`src/logic/wbh_defs.svh`:
```
//--------------------------------------------------------------------
// wishbone host constants
// local space decode, register map and register reset values
//--------------------------------------------------------------------
`ifndef WBH_DEFS_SVH
`define WBH_DEFS_SVH

//--------------------------------------------------------------------
// address decode
//--------------------------------------------------------------------
`define WBH_LOCAL_BIT    23     // set = local register space
`define WBH_BANK_LSB     24     // bank select starts here on slave side

// register index field inside the byte address
`define WBH_REG_ADR_LSB  2
`define WBH_REG_ADR_MSB  3

//--------------------------------------------------------------------
// register map
//--------------------------------------------------------------------
`define WBH_REG_GLB      2'd0   // global control, resets + clock fields
`define WBH_REG_BANK     2'd1   // upper address byte for slave accesses
`define WBH_REG_CLK1     2'd2   // clock control word 1
`define WBH_REG_CLK2     2'd3   // clock control word 2

// bank select after reset
`define WBH_BANK_RST     8'h10

`endif

```
`src/logic/wbh_bus_pkg.sv`:
```
//--------------------------------------------------------------------
// wishbone bus types
// request and response bundles shared by masters, host and slave
//--------------------------------------------------------------------
package wbh_bus_pkg;

   //-----------------------------------------------------------------
   // master to slave
   //-----------------------------------------------------------------
   typedef struct packed
   {
      logic        cyc;       // bus cycle
      logic        stb;       // strobe, held until ack or err
      logic [31:0] adr;       // byte address
      logic        we;        // 1 write, 0 read
      logic [31:0] dat;       // write data
      logic [3:0]  sel;       // byte enables
   } wb_req_t;

   //-----------------------------------------------------------------
   // slave to master
   //-----------------------------------------------------------------
   // dat is only meaningful with ack on a read
   typedef struct packed
   {
      logic [31:0] dat;       // read data
      logic        ack;       // normal end of transfer
      logic        err;       // error end of transfer
   } wb_rsp_t;

endpackage

```
`src/logic/wbh_reg_pkg.sv`:
```
//--------------------------------------------------------------------
// wishbone host register types
// subsystem resets, global control word views and register index
//--------------------------------------------------------------------
package wbh_reg_pkg;

   // active low subsystem resets, wbd sits at bit 0
   typedef struct packed
   {
      logic bist;     // bit 7
      logic usb;
      logic i2cm;
      logic uart;
      logic sspim;
      logic qspim;
      logic cpu;
      logic wbd;      // bit 0
   } subsys_rst_t;

   //-----------------------------------------------------------------
   // global control word, field view, msb first
   //-----------------------------------------------------------------
   typedef struct packed
   {
      logic [3:0]  usb;     // [31:28] usb clock ctrl
      logic [3:0]  spare;   // [27:24]
      logic [3:0]  cpu;     // [23:20] cpu clock ctrl
      logic [7:0]  rtc;     // [19:12] rtc clock ctrl
      logic [2:0]  wb;      // [11:9]  wb clock ctrl
      logic        rsvd;    // [8]
      subsys_rst_t rst;     // [7:0]
   } glb_fields_t;

   // raw word for writes and readback, fields for the reset outputs
   typedef union packed
   {
      logic [31:0] raw;
      glb_fields_t f;
   } glb_ctrl_u;

   // word index within the local register space
   typedef logic [1:0] reg_idx_t;

endpackage

```
`src/logic/wbh_arb.sv`:
```
//--------------------------------------------------------------------
// two master arbiter, external port has priority
// grant is held until the granted strobe drops
//--------------------------------------------------------------------
`timescale 1ns/1ps

module wbh_arb
(
   input  logic                 wbm_clk_i,
   input  logic                 wbm_rst_n,
   input  wbh_bus_pkg::wb_req_t m0_req_i,    // external host
   input  wbh_bus_pkg::wb_req_t m1_req_i,    // auxiliary master
   input  wbh_bus_pkg::wb_rsp_t sel_rsp_i,
   output wbh_bus_pkg::wb_req_t sel_req_o,
   output wbh_bus_pkg::wb_rsp_t m0_rsp_o,
   output wbh_bus_pkg::wb_rsp_t m1_rsp_o
);
   import wbh_bus_pkg::*;

   logic    grant_q;     // 0 external, 1 auxiliary
   logic    grant_nxt;
   wb_req_t gnt_req;     // request of current owner

   // request mux on the registered grant
   always_comb
   begin
      if (grant_q)
         gnt_req = m1_req_i;
      else
         gnt_req = m0_req_i;
   end

   // owner keeps bus while stb high, otherwise re-arbitrate
   always_comb
   begin
      grant_nxt = grant_q;
      if (!gnt_req.stb)
      begin
         if (m0_req_i.stb)
            grant_nxt = 1'b0;      // external wins ties
         else if (m1_req_i.stb)
            grant_nxt = 1'b1;
      end
   end

   always_ff @(posedge wbm_clk_i or negedge wbm_rst_n)
   begin
      if (!wbm_rst_n)
         grant_q <= 1'b0;
      else
         grant_q <= grant_nxt;
   end

   assign sel_req_o = gnt_req;

   // response only to the owner, the other one sees idle
   assign m0_rsp_o = grant_q ? '0 : sel_rsp_i;
   assign m1_rsp_o = grant_q ? sel_rsp_i : '0;

   a_grant_hold : assert property (@(posedge wbm_clk_i) disable iff (!wbm_rst_n)
      gnt_req.stb |=> $stable(grant_q))
      else $error("grant moved under an active strobe");

endmodule

```
`src/logic/wbh_req_stage.sv`:
```
//--------------------------------------------------------------------
// request stage, registers the strobe and splits local and remote
// accesses, then registers the response back to the master side
//--------------------------------------------------------------------
`timescale 1ns/1ps
`include "wbh_defs.svh"

module wbh_req_stage
(
   input  logic                  wbm_clk_i,
   input  logic                  wbm_rst_n,
   input  wbh_bus_pkg::wb_req_t  sel_req_i,
   input  logic [7:0]            bank_sel_i,
   input  logic [31:0]           reg_rdata_i,
   input  logic                  reg_ack_i,
   input  wbh_bus_pkg::wb_rsp_t  wbs_rsp_i,
   output wbh_bus_pkg::wb_rsp_t  sel_rsp_o,
   output logic                  reg_rd_o,
   output logic                  reg_wr_o,
   output wbh_reg_pkg::reg_idx_t reg_idx_o,
   output logic [31:0]           reg_wdata_o,
   output wbh_bus_pkg::wb_req_t  wbs_req_o
);
   import wbh_bus_pkg::*;
   import wbh_reg_pkg::*;

   logic        wb_req;       // internal request
   logic        local_hit;    // address in register space
   wb_rsp_t     rsp_nxt;      // selected response, unregistered
   logic        rsp_done;
   logic        ack_q;
   logic        err_q;
   logic [31:0] dat_q;

   assign local_hit = sel_req_i.adr[`WBH_LOCAL_BIT];

   //-----------------------------------------------------------------
   // local register side, strobes only
   //-----------------------------------------------------------------
   assign reg_rd_o    = wb_req & local_hit & ~sel_req_i.we;
   assign reg_wr_o    = wb_req & local_hit & sel_req_i.we;
   assign reg_idx_o   = reg_idx_t'(sel_req_i.adr[`WBH_REG_ADR_MSB:`WBH_REG_ADR_LSB]);
   assign reg_wdata_o = sel_req_i.dat;

   // remote side, bank select replaces the top address byte
   always_comb
   begin
      wbs_req_o     = sel_req_i;                       // we, dat, sel as is
      wbs_req_o.cyc = sel_req_i.cyc & ~local_hit;
      wbs_req_o.stb = wb_req & ~local_hit;
      wbs_req_o.adr = {bank_sel_i, sel_req_i.adr[`WBH_BANK_LSB-1:0]};
   end

   // response select, slave answers count only under its stb
   always_comb
   begin
      if (local_hit)
      begin
         rsp_nxt.dat = reg_rdata_i;
         rsp_nxt.ack = reg_ack_i;
         rsp_nxt.err = 1'b0;         // registers never fail
      end
      else
      begin
         rsp_nxt.dat = wbs_rsp_i.dat;
         rsp_nxt.ack = wbs_rsp_i.ack & wbs_req_o.stb;
         rsp_nxt.err = wbs_rsp_i.err & wbs_req_o.stb;
      end
   end

   assign rsp_done = rsp_nxt.ack | rsp_nxt.err;

   // request is blocked the cycle of a response and the one after
   always_ff @(posedge wbm_clk_i or negedge wbm_rst_n)
   begin
      if (!wbm_rst_n)
      begin
         wb_req <= 1'b0;
         ack_q  <= 1'b0;
         err_q  <= 1'b0;
      end
      else
      begin
         wb_req <= sel_req_i.stb & ~rsp_done & ~(ack_q | err_q);
         ack_q  <= rsp_nxt.ack;
         err_q  <= rsp_nxt.err;
      end
   end

   always_ff @(posedge wbm_clk_i)
   begin
      if (rsp_nxt.ack)
         dat_q <= rsp_nxt.dat;       // keep last read data
   end

   assign sel_rsp_o = '{dat: dat_q, ack: ack_q, err: err_q};

   a_one_target : assert property (@(posedge wbm_clk_i) disable iff (!wbm_rst_n)
      !((reg_rd_o | reg_wr_o) && wbs_req_o.stb))
      else $error("register strobe and slave stb high together");

   a_stb_drop : assert property (@(posedge wbm_clk_i) disable iff (!wbm_rst_n)
      (wbs_req_o.stb && (wbs_rsp_i.ack || wbs_rsp_i.err)) |=> !wbs_req_o.stb)
      else $error("slave stb still high after slave response");

endmodule

```
`src/logic/wbh_regs.sv`:
```
//--------------------------------------------------------------------
// local control registers, global control, bank select and
// two clock control words, with registered read and single ack
//--------------------------------------------------------------------
`timescale 1ns/1ps
`include "wbh_defs.svh"

module wbh_regs
(
   input  logic                     wbm_clk_i,
   input  logic                     wbm_rst_n,
   input  logic                     reg_rd_i,
   input  logic                     reg_wr_i,
   input  wbh_reg_pkg::reg_idx_t    reg_idx_i,
   input  logic [31:0]              reg_wdata_i,
   output logic [31:0]              reg_rdata_o,
   output logic                     reg_ack_o,
   output logic [7:0]               bank_sel_o,
   output wbh_reg_pkg::subsys_rst_t subsys_rst_o,
   output logic [31:0]              cfg_clk_ctrl1_o,
   output logic [31:0]              cfg_clk_ctrl2_o
);
   import wbh_reg_pkg::*;

   glb_ctrl_u   glb_q;        // global control
   logic [7:0]  bank_q;       // bank select
   logic [31:0] clk1_q;
   logic [31:0] clk2_q;
   logic [31:0] rd_mux;
   logic        wr_en;

   // one write per access, the strobe outlives the ack by a cycle
   assign wr_en = reg_wr_i & ~reg_ack_o;

   //-----------------------------------------------------------------
   // register file
   //-----------------------------------------------------------------
   always_ff @(posedge wbm_clk_i or negedge wbm_rst_n)
   begin
      if (!wbm_rst_n)
      begin
         glb_q.raw <= '0;              // all subsystems held in reset
         bank_q    <= `WBH_BANK_RST;
         clk1_q    <= '0;
         clk2_q    <= '0;
      end
      else if (wr_en)
      begin
         case (reg_idx_i)
            `WBH_REG_GLB  : glb_q.raw <= reg_wdata_i;
            `WBH_REG_BANK : bank_q    <= reg_wdata_i[7:0];   // low byte only
            `WBH_REG_CLK1 : clk1_q    <= reg_wdata_i;
            default       : clk2_q    <= reg_wdata_i;
         endcase
      end
   end

   // readback mux
   always_comb
   begin
      case (reg_idx_i)
         `WBH_REG_GLB  : rd_mux = glb_q.raw;
         `WBH_REG_BANK : rd_mux = {24'h0, bank_q};
         `WBH_REG_CLK1 : rd_mux = clk1_q;
         default       : rd_mux = clk2_q;
      endcase
   end

   // ack one cycle after the strobe, never back to back
   always_ff @(posedge wbm_clk_i or negedge wbm_rst_n)
   begin
      if (!wbm_rst_n)
         reg_ack_o <= 1'b0;
      else
         reg_ack_o <= (reg_rd_i | reg_wr_i) & ~reg_ack_o;
   end

   always_ff @(posedge wbm_clk_i)
   begin
      if (reg_rd_i & ~reg_ack_o)
         reg_rdata_o <= rd_mux;
   end

   assign bank_sel_o      = bank_q;
   assign subsys_rst_o    = glb_q.f.rst;    // clock fields only stored
   assign cfg_clk_ctrl1_o = clk1_q;
   assign cfg_clk_ctrl2_o = clk2_q;

   a_ack_single : assert property (@(posedge wbm_clk_i) disable iff (!wbm_rst_n)
      reg_ack_o |=> !reg_ack_o)
      else $error("register ack high two cycles running");

endmodule

```
`src/logic/wb_host.sv`:
```
//--------------------------------------------------------------------
// wishbone host top, two masters onto one slave plus local
// reset and clock control registers
//--------------------------------------------------------------------
`timescale 1ns/1ps

module wb_host
(
   input  logic                     wbm_clk_i,
   input  logic                     wbm_rst_n,
   input  wbh_bus_pkg::wb_req_t     wbm_req_i,      // external host
   input  wbh_bus_pkg::wb_req_t     aux_req_i,      // auxiliary master
   input  wbh_bus_pkg::wb_rsp_t     wbs_rsp_i,
   output wbh_bus_pkg::wb_rsp_t     wbm_rsp_o,
   output wbh_bus_pkg::wb_rsp_t     aux_rsp_o,
   output wbh_bus_pkg::wb_req_t     wbs_req_o,
   output wbh_reg_pkg::subsys_rst_t subsys_rst_o,
   output logic [31:0]              cfg_clk_ctrl1_o,
   output logic [31:0]              cfg_clk_ctrl2_o
);
   import wbh_bus_pkg::*;
   import wbh_reg_pkg::*;

   //-----------------------------------------------------------------
   // internal bus
   //-----------------------------------------------------------------
   wb_req_t     sel_req;      // granted request
   wb_rsp_t     sel_rsp;      // registered response
   logic        reg_rd;
   logic        reg_wr;
   reg_idx_t    reg_idx;
   logic [31:0] reg_wdata;
   logic [31:0] reg_rdata;
   logic        reg_ack;
   logic [7:0]  bank_sel;

   wbh_arb u_arb
   (
      .wbm_clk_i (wbm_clk_i),
      .wbm_rst_n (wbm_rst_n),
      .m0_req_i  (wbm_req_i),
      .m1_req_i  (aux_req_i),
      .sel_rsp_i (sel_rsp),
      .sel_req_o (sel_req),
      .m0_rsp_o  (wbm_rsp_o),
      .m1_rsp_o  (aux_rsp_o)
   );

   wbh_req_stage u_req
   (
      .wbm_clk_i   (wbm_clk_i),
      .wbm_rst_n   (wbm_rst_n),
      .sel_req_i   (sel_req),
      .bank_sel_i  (bank_sel),
      .reg_rdata_i (reg_rdata),
      .reg_ack_i   (reg_ack),
      .wbs_rsp_i   (wbs_rsp_i),
      .sel_rsp_o   (sel_rsp),
      .reg_rd_o    (reg_rd),
      .reg_wr_o    (reg_wr),
      .reg_idx_o   (reg_idx),
      .reg_wdata_o (reg_wdata),
      .wbs_req_o   (wbs_req_o)
   );

   wbh_regs u_regs
   (
      .wbm_clk_i       (wbm_clk_i),
      .wbm_rst_n       (wbm_rst_n),
      .reg_rd_i        (reg_rd),
      .reg_wr_i        (reg_wr),
      .reg_idx_i       (reg_idx),
      .reg_wdata_i     (reg_wdata),
      .reg_rdata_o     (reg_rdata),
      .reg_ack_o       (reg_ack),
      .bank_sel_o      (bank_sel),
      .subsys_rst_o    (subsys_rst_o),
      .cfg_clk_ctrl1_o (cfg_clk_ctrl1_o),
      .cfg_clk_ctrl2_o (cfg_clk_ctrl2_o)
   );

endmodule

```
`config.mk`:
```
export PLATFORM = sky130hd
export DESIGN_NAME = wb_host
export DESIGN_NICKNAME = d
export VERILOG_FILES = /design/src/logic/wbh_bus_pkg.sv /design/src/logic/wbh_reg_pkg.sv /design/src/logic/wbh_arb.sv /design/src/logic/wbh_req_stage.sv /design/src/logic/wbh_regs.sv /design/src/logic/wb_host.sv
export VERILOG_INCLUDE_DIRS = /design/src /design/src/logic
export SDC_FILE = /design/constraint.sdc
export NUM_CORES = 1
export LEC_CHECK = 0
export ABC_AREA = 1
export ABC_CLOCK_PERIOD_IN_PS = 5740
export BUFFER_PORTS_ARGS = -buffer_cell sky130_fd_sc_hd__buf_2
export CAP_MARGIN = 30
export CORE_ASPECT_RATIO = 0.9
export CORE_MARGIN = 4
export CORE_UTILIZATION = 41
export DETAILED_ROUTE_END_ITERATION = 8
export HOLD_SLACK_MARGIN = 0.08
export PLACE_DENSITY = 0.71
export RECOVER_POWER = 50
export SETUP_SLACK_MARGIN = 0.1
export SLEW_MARGIN = 20
export SYNTH_ARGS = -nofsm -noshare
export SYNTH_HDL_FRONTEND = slang
export SYNTH_SLANG_ARGS = --single-unit
```
`constraint.sdc`:
```
create_clock -name wbm_clk_i -period 5.74 [get_ports wbm_clk_i]
set_input_delay 1.722 -clock wbm_clk_i [delete_from_list [all_inputs] [get_ports wbm_clk_i]]
set_output_delay 1.722 -clock wbm_clk_i [all_outputs]
set_load 0.01 [all_outputs]
```
==> flow_summary.ini <==
[run_status]
outcome = finished with violations
violations = max-capacitance violations, max-slew violations

[detailed_routing]
post_drt_via_cell_ratio = 4.75
wl_met2_um = 12900
drtIter0Drc = 596
top_layer = met5
drc = 0
vias = 8502
wl_um = 27600
met3WireLength_um = 1960
wl_met1_um = 11800
drt_pass1_iterations = 5
avgRoutedWirePerCell_um = 15.4
detail-route-antenna-nets = 0

[worst_setup_path]
worstSetupPathType = in2reg
crit_path_end_kind = flip-flop
regToRegEndpoint = u_regs.reg_rdata_o[19]$_DFFE_PP_
start_kind = input port
worstSetupEndpoint = u_regs.reg_rdata_o[19]$_DFFE_PP_
path_max_fanout = 58
cp.arrival_ps = 5020
critPathRequiredTime_ps = 5990
cp-startpoint = wbm_req_i[40]
worstReg2RegStart = u_arb.grant_q$_DFFE_PN0P_
r2r_setup_slack_ps = 1250
reg2reg_depth = 7

[power_and_ir_drop]
total_power_mw = 4.36
ir_worst_vdd_mv = 0.189
pwr_density_cell_nw_per_um2 = 390
leakage_nw = 6.33

[sta]
finalHoldViolCount = 0
fin_skew_ps = 7.14
max_slew_margin_pct = -92.6
fin_tns_setup_ps = 0
layout_min_cycle_time_ps = 4770
rsz0062_at_grt = no
holdWs_ps = 470
finalCritPeriodShare_pct = 83.2
fmax_ghz = 0.209
tightest_slew_ps = 2890
finalSetupViolations = 0
maxSlewViolCount = 91

[floorplanning]
coreArea_um2 = 20800
row_count = 50
io_pins = 389
start_util_pct = 41.7
die_area_um2 = 23600
die_h_um = 146
die_w_um = 162

[cts]
clk_latency_ps = 420
ctsHoldBuffers = 0
clk_path_buf_depth = 2
cts_root_buf = clkbuf_16
cts_buffers = 17
cts_tree = built
clk_pin_slew_worst_paths_ps = 70
cts_setup_buffers = 0
ctsHtreeMaxLevel = 4
clock_sinks = 173
post_cts_resized = 0

[logic_synthesis]
yosysSeqAreaShare_pct = 53.5
syn_area_um2 = 8700
yosys_warnings = 0
synth_seq_cells = 173
synth_top_cell_by_area = dfrtp_1
postSynthAreaPerCell_um2 = 7.50
netlist_instances = 1160
yosysTopAreaCellShare_pct = 31.1
synth.distinct_cells = 21
yosys-top-cells-area = dfrtp_1 31%, nand2_1 27%, edfxtp_1 22%
synthesis.nets = 1338

[cells_and_area]
fin_nets = 1666
regArea_um2 = 4650
drive_gt1_share_pct = 22.9
mostFrequentLayoutCells = 616 x nand2_1, 291 x buf_2, 153 x nand3_1
area_growth_pct = 28.4
multi_input_area_um2 = 3370
n_fill_cell = 2093
final_common_cell = nand2_1

[worst_hold_path]
hp-class = reg2reg

[grt]
grt_max_degree = 106
antenna_found_initial = 5
grt_pass1_wl_um = 42800
track_usage_pct = 22.8
grt_pass1_vias = 7889
overflow = 0

[placement]
gp_congestion = 0.880
portBuffers = 372
dp_hpwl_um = 19800

[job]
cap_violations = 2
cells in the mapped netlist, drive strengths merged:
master and count:
o21ai 2, nand4 8, edfxtp 64, nand3 153
dfstp 1, inv 81, a21oi 2, clkbuf 27
buf 51, nor2 44, nand2 619, dfrtp 108
kinds of logic (layout without fill, tap and decap cells):
logic type	count (synthesis)	in the layout	synth area share, %
and+or+nand+nor	824	824	38.3
DFF	173	173	53.5
AOI/OAI and AO/OA	4	4	0.230
buffers and inverters	159	500	8.00
other	0	4	0
worst min path at each step:
| stage | startpoint | cells after the start | endpoint | slack, ps |
|---|---|---|---|---|
| after floorplan | u_regs.glb_q[10]$_DFFE_PN0P_ | 2 | u_regs.glb_q[10]$_DFFE_PN0P_ | 440 |
| after global placement | u_regs.glb_q[9]$_DFFE_PN0P_ | 2 | u_regs.glb_q[9]$_DFFE_PN0P_ | 450 |
| after detailed placement | u_regs.glb_q[25]$_DFFE_PN0P_ | 2 | u_regs.glb_q[25]$_DFFE_PN0P_ | 460 |
| after CTS | u_regs.glb_q[25]$_DFFE_PN0P_ | 2 | u_regs.glb_q[25]$_DFFE_PN0P_ | 480 |
| after global routing | u_regs.glb_q[17]$_DFFE_PN0P_ | 2 | u_regs.glb_q[17]$_DFFE_PN0P_ | 490 |
| final | u_regs.glb_q[18]$_DFFE_PN0P_ | 2 | u_regs.glb_q[18]$_DFFE_PN0P_ | 470 |
final cells by class:
| type | count | area share, % |
|---|---|---|
| inverters | 81 | 2.72 |
| well taps | 286 | 3.20 |
| diodes | 4 | 0.0896 |
| flip-flops and latches | 173 | 41.7 |
| multi-input cells | 828 | 30.2 |
| repair buffers | 387 | 16.8 |
| clock inverters | 15 | 1.51 |
| clock buffers | 17 | 3.81 |
worst max-delay path, stage by stage:
cell	delay [ps]
clkbuf_1	140
inv_1	60
nand2_1	60
nand2_1	340
nor2_4	190
clkbuf_1	2060
nand2_1	150
nand3_1	280
layer usage:
metal | track usage [%] | up-vias
met5 | 0 | -
met4 | 9.85 | 2
met3 | 4.26 | 51
met2 | 36.1 | 357
met1 | 30.8 | 3827
li1 | - | 4265
through the flow:
step                      cells  instance area (um^2)  setup slack, ps  util, %
after floorplan            1160                  8700             1570        -
after global placement     1754                 10700             1060     51.2
after detailed placement   1754                 10700             1050     51.2
after CTS                  1786                 11300             1040     54.0
after global routing       1791                 11200              571     53.6
final                      1791                 11200              965     53.6
registers in the layout, summed over array words and instances, names as in the netlist:
| signal | count |
|---|---|
| u_req.err_q | 1 |
| u_regs.glb_q | 32 |
| u_regs.reg_ack_o | 1 |
| u_regs.cfg_clk_ctrl1_o | 32 |
| u_arb.grant_q | 1 |
| u_regs.cfg_clk_ctrl2_o | 32 |
| u_regs.reg_rdata_o | 32 |
| u_req.wb_req | 1 |
| u_req.dat_q | 32 |
| u_regs.bank_sel_o | 8 |
| u_req.ack_q | 1 |
report_power, final:
| part | leakage (nW) | internal [mW] | switching, mW |
|---|---|---|---|
| logic | 4.03 | 0.424 | 0.864 |
| registers | 2.00 | 1.66 | 0.258 |
| clock network | 0.289 | 0.621 | 0.531 |
(Power assumes the default switching activity.)
